==> config.mk <==
export PLATFORM = sky130hd
export DESIGN_NAME = cal_top
export DESIGN_NICKNAME = d
export VERILOG_FILES = /design/src/calc_pkg.sv /design/src/alu_execute.sv /design/src/bin_to_bcd.sv /design/src/button_conditioner.sv /design/src/cal_top.sv /design/src/dec_to_bin.sv /design/src/operand_entry.sv /design/src/seg_display.sv
export SDC_FILE = /design/constraint.sdc
export NUM_CORES = 2
export LEC_CHECK = 0
export ABC_AREA = 1
export BUFFER_PORTS_ARGS = -buffer_cell sky130_fd_sc_hd__buf_2
export CAP_MARGIN = 20
export CORE_MARGIN = 3
export CORE_UTILIZATION = 40
export DETAILED_ROUTE_END_ITERATION = 6
export GPL_ROUTABILITY_DRIVEN = 0
export PLACE_DENSITY = 0.54
export SYNTH_ARGS = -nofsm -noshare
export SYNTH_HDL_FRONTEND = slang
export SYNTH_SLANG_ARGS = --single-unit
==> constraint.sdc <==
create_clock -name clk -period 159.3 [get_ports clk]
set_input_delay 7.965 -clock clk [delete_from_list [all_inputs] [get_ports clk]]
set_output_delay 7.965 -clock clk [all_outputs]
set_load 0.1 [all_outputs]
==> src/calc_pkg.sv <==
// calculator widths, button and operation indices, display codes, BCD shift word
package calc_pkg;

    localparam int BUTTON_WIDTH = 5;
    localparam int BTN_LEFT = 0;
    localparam int BTN_RIGHT = 1;
    localparam int BTN_UP = 2;
    localparam int BTN_DOWN = 3;
    localparam int BTN_MID = 4;

    localparam int NUM_OPS = 4;
    localparam int OP_ADD = 0;
    localparam int OP_SUB = 1;
    localparam int OP_MUL = 2;
    localparam int OP_DIV = 3;

    localparam int DIGIT_WIDTH = 4;
    localparam int ENTRY_DIGITS = 3;
    localparam int OPERAND_WIDTH = 16;
    localparam int PRODUCT_WIDTH = 32;
    localparam int MAG_WIDTH = 10;
    localparam int RESULT_MAX = 999;

    localparam logic [DIGIT_WIDTH-1:0] CODE_BLANK = 4'ha;
    localparam logic [DIGIT_WIDTH-1:0] CODE_DASH = 4'hb;

    // shift-and-add-3 word, BCD digits above the binary being shifted out
    typedef union packed {
        logic [ENTRY_DIGITS*DIGIT_WIDTH+MAG_WIDTH-1:0] raw;
        struct packed {
            logic [ENTRY_DIGITS-1:0][DIGIT_WIDTH-1:0] bcd;
            logic [MAG_WIDTH-1:0] bin;
        } fields;
    } bcd_shift_t;

endpackage

==> src/alu_execute.sv <==
// alu_execute: single-cycle add, subtract, multiply, divide with range checks
module alu_execute (
    input  logic                                      clk,
    input  logic                                      rst_n,
    input  logic signed [calc_pkg::OPERAND_WIDTH-1:0] operand_a,
    input  logic signed [calc_pkg::OPERAND_WIDTH-1:0] operand_b,
    input  logic [calc_pkg::NUM_OPS-1:0]              op_sel,
    input  logic                                      conv_valid,
    output logic [calc_pkg::MAG_WIDTH-1:0]            result_mag,
    output logic                                      result_neg,
    output logic                                      result_invalid,
    output logic                                      exe_valid
);

    localparam int PW = calc_pkg::PRODUCT_WIDTH;

    logic signed [PW-1:0] wide_a;
    logic signed [PW-1:0] wide_b;
    logic signed [PW-1:0] divisor;
    logic signed [PW-1:0] value;
    logic signed [PW-1:0] magnitude;
    logic div_zero;

    assign wide_a = operand_a;
    assign wide_b = operand_b;
    assign div_zero = op_sel[calc_pkg::OP_DIV] && (operand_b == '0);
    // keep the divider defined on a zero divisor, result is flagged anyway
    assign divisor = div_zero ? PW'(1) : wide_b;

    always_comb begin
        if (op_sel[calc_pkg::OP_ADD]) begin
            value = wide_a + wide_b;
        end else if (op_sel[calc_pkg::OP_SUB]) begin
            value = wide_a - wide_b;
        end else if (op_sel[calc_pkg::OP_MUL]) begin
            value = wide_a * wide_b;
        end else begin
            value = wide_a / divisor;
        end
        magnitude = (value < 0) ? -value : value;
    end

    always_ff @(posedge clk) begin
        if (conv_valid) begin
            result_mag <= magnitude[calc_pkg::MAG_WIDTH-1:0];
            result_neg <= (value < 0);
            result_invalid <= (op_sel == '0) || div_zero || (magnitude > calc_pkg::RESULT_MAX);
        end
    end

    always_ff @(posedge clk or negedge rst_n) begin
        if (!rst_n) begin
            exe_valid <= 1'b0;
        end else begin
            exe_valid <= conv_valid;
        end
    end

endmodule

==> src/bin_to_bcd.sv <==
// bin_to_bcd: serial shift-and-add-3 conversion of the result magnitude
module bin_to_bcd (
    input  logic                                                  clk,
    input  logic                                                  rst_n,
    input  logic [calc_pkg::MAG_WIDTH-1:0]                        result_mag,
    input  logic                                                  result_neg,
    input  logic                                                  result_invalid,
    input  logic                                                  exe_valid,
    output logic [calc_pkg::ENTRY_DIGITS*calc_pkg::DIGIT_WIDTH-1:0] bcd_digits,
    output logic                                                  bcd_neg,
    output logic                                                  bcd_invalid,
    output logic                                                  result_done
);

    localparam int CNT_W = $clog2(calc_pkg::MAG_WIDTH + 1);

    calc_pkg::bcd_shift_t shift_q;
    calc_pkg::bcd_shift_t shift_d;
    logic [CNT_W-1:0] shift_cnt;

    // add 3 to digits of five or more, then shift
    always_comb begin
        shift_d = shift_q;
        for (int i = 0; i < calc_pkg::ENTRY_DIGITS; i++) begin
            if (shift_d.fields.bcd[i] >= 4'd5) begin
                shift_d.fields.bcd[i] = shift_d.fields.bcd[i] + 4'd3;
            end
        end
        shift_d.raw = shift_d.raw << 1;
    end

    always_ff @(posedge clk) begin
        if (exe_valid) begin
            shift_q.fields.bcd <= '0;
            shift_q.fields.bin <= result_mag;
            bcd_neg <= result_neg;
            bcd_invalid <= result_invalid;
        end else if (shift_cnt != '0) begin
            shift_q <= shift_d;
        end
    end

    always_ff @(posedge clk or negedge rst_n) begin
        if (!rst_n) begin
            shift_cnt <= '0;
            result_done <= 1'b0;
        end else begin
            result_done <= (shift_cnt == CNT_W'(1));
            if (exe_valid) begin
                shift_cnt <= CNT_W'(calc_pkg::MAG_WIDTH);
            end else if (shift_cnt != '0) begin
                shift_cnt <= shift_cnt - 1'b1;
            end
        end
    end

    assign bcd_digits = shift_q.fields.bcd;

endmodule

==> src/button_conditioner.sv <==
// button_conditioner: per-button debounce, press pulse and priority mask
module button_conditioner #(
    parameter int DEBOUNCE_CYCLES = 1048576
) (
    input  logic                              clk,
    input  logic                              rst_n,
    input  logic [calc_pkg::BUTTON_WIDTH-1:0] buttons,
    output logic [calc_pkg::BUTTON_WIDTH-1:0] press
);

    localparam int BW = calc_pkg::BUTTON_WIDTH;
    localparam int CNT_W = $clog2(DEBOUNCE_CYCLES + 1);

    logic [BW-1:0][CNT_W-1:0] stable_cnt;
    logic [BW-1:0] level;
    logic [BW-1:0] rise;

    // counts cycles where the input disagrees with the debounced level
    always_ff @(posedge clk or negedge rst_n) begin
        if (!rst_n) begin
            stable_cnt <= '0;
            level <= '0;
            rise <= '0;
        end else begin
            for (int i = 0; i < BW; i++) begin
                rise[i] <= 1'b0;
                if (buttons[i] == level[i]) begin
                    stable_cnt[i] <= '0;
                end else if (stable_cnt[i] == CNT_W'(DEBOUNCE_CYCLES - 1)) begin
                    stable_cnt[i] <= '0;
                    level[i] <= buttons[i];
                    rise[i] <= buttons[i];
                end else begin
                    stable_cnt[i] <= stable_cnt[i] + 1'b1;
                end
            end
        end
    end

    // lowest index wins
    assign press = rise & (~rise + 1'b1);

endmodule

==> src/cal_top.sv <==
// cal_top: calculator top level connecting entry, conversion, execute and display
module cal_top #(
    parameter int DEBOUNCE_CYCLES = 2**20,
    parameter int SCAN_DIV_BITS = 10
) (
    input  logic                              clk,
    input  logic                              rst_n,
    input  logic [calc_pkg::BUTTON_WIDTH-1:0] board_cal_button,
    input  logic [calc_pkg::NUM_OPS-1:0]      board_cal_switchs,
    output logic [3:0]                        cal_board_digit_ctrl,
    output logic [7:0]                        cal_board_digit_seg,
    output logic                              cal_board_exe_done
);

    localparam int DV = calc_pkg::ENTRY_DIGITS * calc_pkg::DIGIT_WIDTH;

    logic [calc_pkg::BUTTON_WIDTH-1:0] press;
    logic entering;
    logic [DV-1:0] entry_digits;
    logic entry_sign;
    logic [DV-1:0] a_digits;
    logic a_sign;
    logic [DV-1:0] b_digits;
    logic b_sign;
    logic [calc_pkg::NUM_OPS-1:0] op_sel;
    logic operands_valid;
    logic signed [calc_pkg::OPERAND_WIDTH-1:0] operand_a;
    logic signed [calc_pkg::OPERAND_WIDTH-1:0] operand_b;
    logic conv_valid;
    logic [calc_pkg::MAG_WIDTH-1:0] result_mag;
    logic result_neg;
    logic result_invalid;
    logic exe_valid;
    logic [DV-1:0] bcd_digits;
    logic bcd_neg;
    logic bcd_invalid;
    logic result_done;

    button_conditioner #(.DEBOUNCE_CYCLES(DEBOUNCE_CYCLES)) button_conditioner_i (
        .clk(clk), .rst_n(rst_n), .buttons(board_cal_button), .press(press)
    );

    operand_entry operand_entry_i (
        .clk(clk), .rst_n(rst_n), .press(press), .switches(board_cal_switchs),
        .result_done(result_done), .entering(entering), .entry_digits(entry_digits),
        .entry_sign(entry_sign), .a_digits(a_digits), .a_sign(a_sign),
        .b_digits(b_digits), .b_sign(b_sign), .op_sel(op_sel),
        .operands_valid(operands_valid), .exe_done(cal_board_exe_done)
    );

    dec_to_bin dec_to_bin_i (
        .clk(clk), .rst_n(rst_n), .a_digits(a_digits), .a_sign(a_sign),
        .b_digits(b_digits), .b_sign(b_sign), .operands_valid(operands_valid),
        .operand_a(operand_a), .operand_b(operand_b), .conv_valid(conv_valid)
    );

    alu_execute alu_execute_i (
        .clk(clk), .rst_n(rst_n), .operand_a(operand_a), .operand_b(operand_b),
        .op_sel(op_sel), .conv_valid(conv_valid), .result_mag(result_mag),
        .result_neg(result_neg), .result_invalid(result_invalid), .exe_valid(exe_valid)
    );

    bin_to_bcd bin_to_bcd_i (
        .clk(clk), .rst_n(rst_n), .result_mag(result_mag), .result_neg(result_neg),
        .result_invalid(result_invalid), .exe_valid(exe_valid), .bcd_digits(bcd_digits),
        .bcd_neg(bcd_neg), .bcd_invalid(bcd_invalid), .result_done(result_done)
    );

    seg_display #(.SCAN_DIV_BITS(SCAN_DIV_BITS)) seg_display_i (
        .clk(clk), .rst_n(rst_n), .entering(entering), .exe_done(cal_board_exe_done),
        .entry_digits(entry_digits), .entry_sign(entry_sign), .bcd_digits(bcd_digits),
        .bcd_neg(bcd_neg), .bcd_invalid(bcd_invalid),
        .digit_ctrl(cal_board_digit_ctrl), .digit_seg(cal_board_digit_seg)
    );

endmodule

==> src/dec_to_bin.sv <==
// dec_to_bin: pipelined decimal to signed binary adder tree for both operands
module dec_to_bin (
    input  logic                                                  clk,
    input  logic                                                  rst_n,
    input  logic [calc_pkg::ENTRY_DIGITS*calc_pkg::DIGIT_WIDTH-1:0] a_digits,
    input  logic                                                  a_sign,
    input  logic [calc_pkg::ENTRY_DIGITS*calc_pkg::DIGIT_WIDTH-1:0] b_digits,
    input  logic                                                  b_sign,
    input  logic                                                  operands_valid,
    output logic signed [calc_pkg::OPERAND_WIDTH-1:0]             operand_a,
    output logic signed [calc_pkg::OPERAND_WIDTH-1:0]             operand_b,
    output logic                                                  conv_valid
);

    localparam int DW = calc_pkg::DIGIT_WIDTH;
    localparam int OW = calc_pkg::OPERAND_WIDTH;

    logic [1:0][calc_pkg::ENTRY_DIGITS*DW-1:0] digits;
    logic [1:0] signs;
    logic [1:0][OW-1:0] tens_q;
    logic [1:0][OW-1:0] hundreds_q;
    logic [1:0][OW-1:0] low_q;
    logic [1:0][OW-1:0] partial_q;
    logic [1:0][OW-1:0] mag_q;
    logic [1:0][OW-1:0] value_q;
    logic [3:0] vld_q;

    // index 0 is A, index 1 is B
    assign digits = {b_digits, a_digits};
    assign signs = {b_sign, a_sign};

    always_ff @(posedge clk) begin
        for (int k = 0; k < 2; k++) begin
            if (operands_valid) begin
                tens_q[k] <= (OW'(digits[k][DW +: DW]) << 3) + (OW'(digits[k][DW +: DW]) << 1);
                hundreds_q[k] <= (OW'(digits[k][2*DW +: DW]) << 6) +
                                 (OW'(digits[k][2*DW +: DW]) << 5);
                low_q[k] <= OW'(digits[k][0 +: DW]) + (OW'(digits[k][2*DW +: DW]) << 2);
            end
            if (vld_q[0]) begin
                partial_q[k] <= tens_q[k] + hundreds_q[k];
            end
            if (vld_q[1]) begin
                mag_q[k] <= partial_q[k] + low_q[k];
            end
            if (vld_q[2]) begin
                value_q[k] <= signs[k] ? -mag_q[k] : mag_q[k];
            end
        end
    end

    always_ff @(posedge clk or negedge rst_n) begin
        if (!rst_n) begin
            vld_q <= '0;
        end else begin
            vld_q <= {vld_q[2:0], operands_valid};
        end
    end

    assign operand_a = value_q[0];
    assign operand_b = value_q[1];
    assign conv_valid = vld_q[3];

endmodule

==> src/operand_entry.sv <==
// operand_entry: phase sequencer, digit cursor, digit/sign edit, operand capture
module operand_entry (
    input  logic                                                  clk,
    input  logic                                                  rst_n,
    input  logic [calc_pkg::BUTTON_WIDTH-1:0]                     press,
    input  logic [calc_pkg::NUM_OPS-1:0]                          switches,
    input  logic                                                  result_done,
    output logic                                                  entering,
    output logic [calc_pkg::ENTRY_DIGITS*calc_pkg::DIGIT_WIDTH-1:0] entry_digits,
    output logic                                                  entry_sign,
    output logic [calc_pkg::ENTRY_DIGITS*calc_pkg::DIGIT_WIDTH-1:0] a_digits,
    output logic                                                  a_sign,
    output logic [calc_pkg::ENTRY_DIGITS*calc_pkg::DIGIT_WIDTH-1:0] b_digits,
    output logic                                                  b_sign,
    output logic [calc_pkg::NUM_OPS-1:0]                          op_sel,
    output logic                                                  operands_valid,
    output logic                                                  exe_done
);

    localparam int DW = calc_pkg::DIGIT_WIDTH;
    localparam logic [2:0] PH_IDLE = 3'd0;
    localparam logic [2:0] PH_INPUT_A = 3'd1;
    localparam logic [2:0] PH_INPUT_B = 3'd2;
    localparam logic [2:0] PH_WAIT = 3'd3;
    localparam logic [2:0] PH_DISPLAY = 3'd4;
    localparam logic [1:0] CUR_SIGN = 2'd3;

    logic [2:0] phase;
    logic [1:0] cursor;
    logic [DW-1:0] cur_digit;
    logic [calc_pkg::NUM_OPS-1:0] op_qual;
    logic btn_left;
    logic btn_right;
    logic btn_up;
    logic btn_down;
    logic btn_mid;
    logic start_entry;

    assign btn_left = press[calc_pkg::BTN_LEFT];
    assign btn_right = press[calc_pkg::BTN_RIGHT];
    assign btn_up = press[calc_pkg::BTN_UP];
    assign btn_down = press[calc_pkg::BTN_DOWN];
    assign btn_mid = press[calc_pkg::BTN_MID];

    assign entering = (phase == PH_INPUT_A) || (phase == PH_INPUT_B);
    assign exe_done = (phase == PH_DISPLAY);
    // phases that open a fresh operand
    assign start_entry = (phase == PH_IDLE) ||
                         (btn_mid && (phase == PH_INPUT_A || phase == PH_DISPLAY));

    assign cur_digit = entry_digits[cursor*DW +: DW];
    assign op_qual = switches & (~switches + 1'b1);

    always_ff @(posedge clk or negedge rst_n) begin
        if (!rst_n) begin
            phase <= PH_IDLE;
            operands_valid <= 1'b0;
        end else begin
            operands_valid <= (phase == PH_INPUT_B) && btn_mid;
            case (phase)
                PH_IDLE: phase <= PH_INPUT_A;
                PH_INPUT_A: if (btn_mid) phase <= PH_INPUT_B;
                PH_INPUT_B: if (btn_mid) phase <= PH_WAIT;
                PH_WAIT: if (result_done) phase <= PH_DISPLAY;
                PH_DISPLAY: if (btn_mid) phase <= PH_INPUT_A;
                default: phase <= PH_IDLE;
            endcase
        end
    end

    // cursor moves left toward sign, right toward digit0
    always_ff @(posedge clk or negedge rst_n) begin
        if (!rst_n) begin
            cursor <= 2'd0;
            entry_digits <= '0;
            entry_sign <= 1'b0;
        end else if (start_entry) begin
            cursor <= 2'd0;
            entry_digits <= '0;
            entry_sign <= 1'b0;
        end else if (entering) begin
            if (btn_left && cursor != CUR_SIGN) begin
                cursor <= cursor + 2'd1;
            end
            if (btn_right && cursor != 2'd0) begin
                cursor <= cursor - 2'd1;
            end
            if (cursor == CUR_SIGN) begin
                if (btn_up || btn_down) begin
                    entry_sign <= ~entry_sign;
                end
            end else if (btn_up) begin
                entry_digits[cursor*DW +: DW] <= (cur_digit == 4'd9) ? 4'd0 : cur_digit + 4'd1;
            end else if (btn_down) begin
                entry_digits[cursor*DW +: DW] <= (cur_digit == 4'd0) ? 4'd9 : cur_digit - 4'd1;
            end
        end
    end

    // operand capture on each mid press that closes an input phase
    always_ff @(posedge clk) begin
        if (phase == PH_INPUT_A && btn_mid) begin
            a_digits <= entry_digits;
            a_sign <= entry_sign;
        end
        if (phase == PH_INPUT_B && btn_mid) begin
            b_digits <= entry_digits;
            b_sign <= entry_sign;
            op_sel <= op_qual;
        end
    end

endmodule

==> src/seg_display.sv <==
// seg_display: digit scan, leading-zero blanking and seven-segment encoding
module seg_display #(
    parameter int SCAN_DIV_BITS = 10
) (
    input  logic                                                  clk,
    input  logic                                                  rst_n,
    input  logic                                                  entering,
    input  logic                                                  exe_done,
    input  logic [calc_pkg::ENTRY_DIGITS*calc_pkg::DIGIT_WIDTH-1:0] entry_digits,
    input  logic                                                  entry_sign,
    input  logic [calc_pkg::ENTRY_DIGITS*calc_pkg::DIGIT_WIDTH-1:0] bcd_digits,
    input  logic                                                  bcd_neg,
    input  logic                                                  bcd_invalid,
    output logic [3:0]                                            digit_ctrl,
    output logic [7:0]                                            digit_seg
);

    localparam int DW = calc_pkg::DIGIT_WIDTH;

    logic [SCAN_DIV_BITS-1:0] prescale;
    logic [1:0] pos;
    logic show;
    logic d2_zero;
    logic d1_zero;
    logic [DW-1:0] code;

    always_ff @(posedge clk or negedge rst_n) begin
        if (!rst_n) begin
            prescale <= '0;
            pos <= 2'd0;
        end else begin
            prescale <= prescale + 1'b1;
            if (&prescale) begin
                pos <= pos + 2'd1;
            end
        end
    end

    assign show = entering || (exe_done && !bcd_invalid);
    assign digit_ctrl = show ? ~(4'b0001 << pos) : 4'b1111;

    assign d2_zero = (bcd_digits[2*DW +: DW] == '0);
    assign d1_zero = d2_zero && (bcd_digits[DW +: DW] == '0);

    // position 3 is the sign
    always_comb begin
        case (pos)
            2'd3: begin
                if (entering) begin
                    code = entry_sign ? calc_pkg::CODE_DASH : calc_pkg::CODE_BLANK;
                end else begin
                    code = bcd_neg ? calc_pkg::CODE_DASH : calc_pkg::CODE_BLANK;
                end
            end
            2'd2: begin
                code = entering ? entry_digits[2*DW +: DW] :
                       d2_zero ? calc_pkg::CODE_BLANK : bcd_digits[2*DW +: DW];
            end
            2'd1: begin
                code = entering ? entry_digits[DW +: DW] :
                       d1_zero ? calc_pkg::CODE_BLANK : bcd_digits[DW +: DW];
            end
            default: code = entering ? entry_digits[0 +: DW] : bcd_digits[0 +: DW];
        endcase
    end

    // active low, decimal point in bit 0
    always_comb begin
        case (code)
            4'h0: digit_seg = 8'h03;
            4'h1: digit_seg = 8'h9f;
            4'h2: digit_seg = 8'h25;
            4'h3: digit_seg = 8'h0d;
            4'h4: digit_seg = 8'h99;
            4'h5: digit_seg = 8'h49;
            4'h6: digit_seg = 8'h41;
            4'h7: digit_seg = 8'h1f;
            4'h8: digit_seg = 8'h01;
            4'h9: digit_seg = 8'h19;
            calc_pkg::CODE_DASH: digit_seg = 8'hfd;
            default: digit_seg = 8'hff;
        endcase
    end

endmodule

=== Word level (Yosys, flattened, before mapping) ===
Memory sizes are Yosys's and may differ from the RTL's.
Index checks and enable logic that the tools add are counted.

* Flip-flop bits (word level): 414
* Memory bits (read-only): 112
* Input port bits: 11
* Output and inout bits: 13
* Word-level logic and storage cells: 235
* Memories kept: 1

{| class="wikitable"
|+ Memory list
! memory !! depth !! bits a word !! read ports !! clocked after memory_dff !! wr ports !! line !! RTL
|-
| (no name shown) || 16 || 7 || 1 || 0 || 0 || seg_display.sv:69 || <nowiki>case (code)</nowiki>
|}

* Add/sub/neg operators: 33
* Multipliers: 1
* Div/mod/pow operators: 1
* $lt $le $gt $ge: 5
* Equal/unequal tests: 26
* Shift operators: 5
* Multiplexer cells: 66
* Bitwise logic cells: 11
* Reductions and logical operators: 40

{| class="wikitable"
|+ Operators by type and width
! cell !! count
|-
| 21-bit 2-to-1 mux || 10
|-
| 32-bit 2-to-1 mux || 5
|-
| 21-bit by 1-bit adder with 21-bit output, second input constant || 5
|-
| 21-bit by 20-bit equality test with 1-bit output, second input constant || 5
|-
| 4-bit by 34-bit indexed part select with 12-bit output || 2
|-
| 16-bit adder || 4
|-
| 12-bit 2-to-1 mux || 5
|-
| 4-bit 2-to-1 mux || 13
|-
| 4-bit negator with 34-bit output || 1
|-
| 4-bit by 34-bit variable shift with 12-bit output, first input constant || 1
|-
| 32-bit by 32-bit divider with 32-bit output || 1
|-
| 32-bit by 11-bit > comparator with 1-bit output, second input constant || 1
|-
| 32-bit by 1-bit < comparator with 1-bit output, second input constant || 1
|-
| 16-bit by 16-bit multiplier with 32-bit output || 1
|-
| 16-bit 2-to-1 mux || 2
|-
| 16-bit negator || 2
|-
| 32-bit negator || 1
|-
| 12-bit bitwise mux || 2
|-
| 10-bit by 9-bit adder with 11-bit output || 2
|-
| 10-bit 2-to-1 mux || 2
|-
| 16-bit by 16-bit adder with 17-bit output || 1
|-
| 16-bit by 16-bit subtractor with 17-bit output || 1
|-
| 7-bit by 5-bit adder with 8-bit output || 2
|-
| 16-bit logical NOT || 1
|-
| 44 further kinds || 117
|}

=== Depth between registers and ports, before layout ===
* Depth in word-level cells: 11
* Mapped depth: 601
* Depth with buffers taken out: 587

=== Modules after synthesis ===
From an unflattened synthesis, not the netlist that was laid out.

* Cell total of the unflattened synthesis: 8592
* Area total of the unflattened synthesis: 59388.2 um^2

{| class="wikitable"
|+ Modules (own cells, without submodules)
! module !! instances !! cells each !! area an instance (um^2) !! sequential area each (um^2)
|-
| alu_execute || 1 || 6783 || 42463.2 || 385.4
|-
| dec_to_bin || 1 || 513 || 6039.5 || 3703.6
|-
| button_conditioner || 1 || 731 || 5955.7 || 2877.8
|-
| operand_entry || 1 || 222 || 2313.5 || 1376.3
|-
| bin_to_bcd || 1 || 182 || 1450.1 || 725.7
|-
| seg_display || 1 || 161 || 1166.1 || 300.3
|}

=== Least setup slack after synthesis ===
No wires, ideal clock.

* Path kind: register to register
* From: register dec_to_bin_i.value_q (netlist bit dec_to_bin_i.operand_b[5])
* To: register alu_execute_i.result_invalid, data pin
* Setup time: 252 ps
* Arrival: 67863 ps
* Required time: 159048 ps
* Slack: 91185 ps
* Stages on the path, launching flop included: 577
* Buffers on the path: 24
* Clock period less this slack: 68115 ps
* Path through: edfxtp_1 -> buf_6 -> nor2_1 -> nand3_1 -> nor2_1 -> nand2_1 -> nand2_1 -> inv_1 -> ha_1 -> nand3_2 -> nand2_1 -> xor2_1 -> nand2_4 -> nor2_8 -> inv_2 -> nor2_8 -> nand2_1 -> nor2_1 -> (+541 left out) -> inv_1 -> nand3_1 -> nor2_1 -> nand2_1 -> nor2_2 -> nand2_2 -> nor3_4 -> nand4_2 -> nor2_2 -> nand3_1 -> nand2_1 -> nand3_1 -> nand2_1 -> nand2_1 -> nor2_1 -> nand3_1 -> nand2_1 -> nand2_1

* Longest elaborated chain between the ends: 11
* Elaborated cells between the ends (all ways): 16
* Those cells by class: add/sub (3); mul (1); div (1); order compare (2); mux (5); reduce/logical (4)

{| class="wikitable"
|+ Ends and longest elaborated chain
! what !! line !! RTL
|-
| start: declaration || dec_to_bin.sv:25 || <nowiki>logic [1:0][OW-1:0] value_q;</nowiki>
|-
| start signal: indexed assignment || dec_to_bin.sv:47 || <nowiki>value_q[k] <= signs[k] ? -mag_q[k] : mag_q[k];</nowiki>
|-
| 16-bit logical NOT || alu_execute.sv:26 || <nowiki>assign div_zero = op_sel[calc_pkg::OP_DIV] && (operand_b == '0);</nowiki>
|-
| 1-bit logical AND || alu_execute.sv:26 ||
|-
| 32-bit 2-to-1 mux || alu_execute.sv:28 || <nowiki>assign divisor = div_zero ? PW'(1) : wide_b;</nowiki>
|-
| 32-bit by 32-bit divider with 32-bit output || alu_execute.sv:38 || <nowiki>value = wide_a / divisor;</nowiki>
|-
| 32-bit 2-to-1 mux || alu_execute.sv:35 || <nowiki>end else if (op_sel[calc_pkg::OP_MUL]) begin</nowiki>
|-
| 32-bit 2-to-1 mux || alu_execute.sv:33 || <nowiki>end else if (op_sel[calc_pkg::OP_SUB]) begin</nowiki>
|-
| 32-bit 2-to-1 mux || alu_execute.sv:31 || <nowiki>if (op_sel[calc_pkg::OP_ADD]) begin</nowiki>
|-
| 32-bit negator / 32-bit by 1-bit < comparator with 1-bit output (equally long branches) || alu_execute.sv:40 || <nowiki>magnitude = (value < 0) ? -value : value;</nowiki>
|-
| 32-bit 2-to-1 mux || alu_execute.sv:40 ||
|-
| 32-bit by 11-bit > comparator with 1-bit output || alu_execute.sv:47 || <nowiki>result_invalid <= (op_sel == '0) || div_zero || (magnitude > calc_pkg::RESULT_MAX);</nowiki>
|-
| 1-bit logical OR (*) || alu_execute.sv:47 ||
|-
| end signal: assignment || alu_execute.sv:47 ||
|-
| end: declaration || alu_execute.sv:11 || <nowiki>output logic result_invalid,</nowiki>
|}

Mark *: on every way between the ends. The rest lies on a longest branch, timed or not.
A chain may end at the register's enable or synchronous reset.

=== Final worst setup path ===
Ends and elaborated chain as after synthesis.

==> flow_metrics.env <==
export IMPL_hold_path_class="flop to flop"
export IMPL_status="finished, final reports clean"
export IMPL_post_place_cells=10234
export IMPL_cp_max_fo=37
export IMPL_max_vdd_ir_drop_v=0.0000102
export IMPL_reg2regPathDepth=556
export IMPL_fillers=15093
export IMPL_coreArea_um2=144000
export IMPL_final_cell_area_um2=61800
export IMPL_ios=24
export IMPL_die_w_um=388
export IMPL_ys_flop_type="edfxtp_1"
export IMPL_cts_sinks=342
export IMPL_power_density_nw_per_um2=3.14
export IMPL_wl_mm=168
export IMPL_setup_viol=0
export IMPL_worst_pin_slew_ns=1.02
export IMPL_ys_warnings_count=0
export IMPL_yosys_area_top_type_share=0.154
export IMPL_postCtsResizedCells=0
export IMPL_clock_skew_final_ns=0.0298
export IMPL_hold_depth=0
export IMPL_setup_tns_ns=0
export IMPL_wl_per_cell_um=16.3
export IMPL_tritoncts="yes"
export IMPL_dp_hpwl_mm=134
export IMPL_gr_total_overflow=0
export IMPL_initial_core_util=0.405
export IMPL_cts_setup_buffers=0
export IMPL_vias=52368
export IMPL_fin_cells=10299
export IMPL_cts_root_buf="clkbuf_16"
export IMPL_nets=9374
export IMPL_path_clk_slew_ns=0.07
export IMPL_rsz0062_at_grt="false"
export IMPL_grtUsageTotal=0.219
export IMPL_grt_max_degree=82
export IMPL_syn_cell_area_um2=58500
export IMPL_cts_hold_buffers_added=0
export IMPL_drive_gt1_frac=0.0715
export IMPL_ant_nets=0
export IMPL_max_stage_delay_ns=1.01
export IMPL_syn_area_per_cell_um2=7.07
export IMPL_syn_to_final_growth_pct=5.75
export IMPL_fin_crit_sh=0.538
export IMPL_synthCells=8275
export IMPL_rows=139
export IMPL_dpl_instance_area_um2=60500
export IMPL_clock_path_buffers=3
export IMPL_drcViolationCount=0
export IMPL_pre_cts_slack_ns=74.73
export IMPL_startpoint_type="flop"
export IMPL_ys_seq_area_frac=0.160
export IMPL_diodes=0
export IMPL_numCtsBuffers=36
export IMPL_synth_area_top_cells="ha_1 (15%), nand2_1 (13%), fa_1 (9.4%)"
export IMPL_htree_num_levels=2
export IMPL_first_global_vias=50207
export IMPL_antenna_found_initial=2
export IMPL_fin_util=0.428
export IMPL_timing_critical_path_to_type="flop"
export IMPL_worstSetupPathType="flop to flop"
export IMPL_async_flop_share=0.456
export IMPL_fin_crit_ns=85.64
export IMPL_arrival_ns=85.94
export IMPL_ys_seq_elements=342
export IMPL_initialDrtViolationCount=3112
export IMPL_cpMostUsedCell="nand2_1"
export IMPL_final_max_slew_violation_count=0
export IMPL_final_hold_viol_count=0
export IMPL_setup_ws_ns=73.66
export IMPL_clock_latency_ns=0.57
export IMPL_leakagePower_nw=34.5
export IMPL_drv_cap=0
export IMPL_synth_distinct_cells=100
export IMPL_io_buffers=22
export IMPL_required_ns=159.60
export IMPL_vias_per_cell=5.08
export IMPL_crit_slowest_cell="edfxtp_1"
export IMPL_relSlewSlack=0.322
export IMPL_synth_edf_count=174
export IMPL_dieArea_um2=151000
export IMPL_timing_fmax_mhz=11.7
export IMPL_grt_pass1_wl_mm=269
export IMPL_die_height_um=388
export IMPL_yosysTopAreaCell="ha_1"
export IMPL_drt_pass1_iterations=6
## stage by stage
| step | hold slack (ns) | power, mW |
|---|---|---|
| floorplan | 0.400 | 0.102 |
| finish | 0.419 | 0.194 |
| global route | 0.427 | 0.202 |
| CTS | 0.420 | 0.198 |
| global placement | 0.405 | 0.105 |
| detailed placement | 0.405 | 0.105 |
## sequential cells by signal, indices dropped and copies added (netlist names), 14 cells and up
| register | flops |
|---|---|
| button_conditioner_i.stable_cnt | 105 |
| dec_to_bin_i.mag_q | 26 |
| bin_to_bcd_i.shift_q | 22 |
| dec_to_bin_i.partial_q | 22 |
| dec_to_bin_i.operand_a | 16 |
| dec_to_bin_i.operand_b | 16 |
| dec_to_bin_i.low_q | 14 |
| dec_to_bin_i.tens_q | 14 |
## per-layer routing
layer,up-vias,routed length [µm],global-route usage,part of all wire
met5,-,0,0,0
met4,0,5660,0.0654,0.034
met3,233,6930,0.0130,0.041
met2,1107,76700,0.370,0.46
met1,24279,78600,0.302,0.47
li1,26749,-,-,-
## cell usage after synthesis (all sizes together) (3+ instances only)
library cell	instances
nand2	2079
inv	1425
ha	719
nor2	601
a21oi	585
o21ai	502
nand3	347
xor2	331
fa	274
edfxtp	174
xnor2	165
dfrtp	156
nor3	137
buf	99
or2	85
clkbuf	84
nand4	75
o21bai	45
nor4	35
a211oi	29
o211ai	29
nor3b	28
a21o	27
a31oi	21
clkinv	20
o21a	20
o31ai	19
a21boi	16
and2	15
nand3b	15
o221ai	13
and3	12
dfxtp	12
mux2i	9
a221oi	8
a22oi	7
o22ai	7
o2111ai	6
a32oi	5
mux2	5
a41oi	4
o221a	4
o311ai	4
o32ai	4
a2111oi	3
## worst max-delay path, delay by kind of cell, from the launching register on
family | cells | cell delay (ns)
DFF | 1 | 1.01
buffers and inverters | 73 | 12.31
xor gates and xnor gates | 3 | 0.44
AOI/OAI and AO/OA | 159 | 29.08
and+or+nand+nor | 289 | 31.77
adders and majority gates | 32 | 10.38
## area by class of cell
type | instances | area [µm²] | share of cell area
repair buffers | 91 | 654 | 0.0106
well taps | 1903 | 2380 | 0.0385
clock buffers | 40 | 916 | 0.0148
multi-input cells | 6454 | 42700 | 0.691
clock inverters | 24 | 348 | 0.00563
inverters | 1445 | 5440 | 0.0880
flip-flops and latches | 342 | 9370 | 0.152
## worst paths after layout
kind	start	end	slack, ns
worst max-delay path	dec_to_bin_i.operand_b[5]	alu_execute_i.result_invalid	73.66
worst min-delay path	dec_to_bin_i.tens_q[1]	dec_to_bin_i.partial_q[1]	0.42
min in group asynchronous	rst_n	button_conditioner_i.stable_cnt[83]	7.46
max in group asynchronous	rst_n	button_conditioner_i.stable_cnt[45]	150.37
worst max register to register	dec_to_bin_i.operand_b[5]	alu_execute_i.result_invalid	73.66
worst min register to register	dec_to_bin_i.tens_q[1]	dec_to_bin_i.partial_q[1]	0.42
## cells in the final DEF, fill, tap and decap left out, types with 153 or more instances in the layout
cell type	count
inv_1	1363
fa_1	274
a21oi_1	560
xor2_1	328
ha_1	719
conb_1	153
xnor2_1	165
nand2_1	1985
edfxtp_1	174
o21ai_0	333
nor2_1	548
dfrtp_1	156
nand3_1	308
## cell families after synthesis
logic type	synth area share
buf+inv	0.120
flops	0.160
simple gates	0.257
fa+ha+maj	0.248
compound gates	0.138
mux	0.00278
xor+xnor	0.0743
other cells	0.000128
## where the power goes
group          total, mW  internal [mW]  switching (mW)
clock network     0.0907         0.0524          0.0383
registers         0.0934         0.0929        0.000497
logic            0.00994        0.00330         0.00661
No activity file was read; power rests on OpenSTA's default activity.
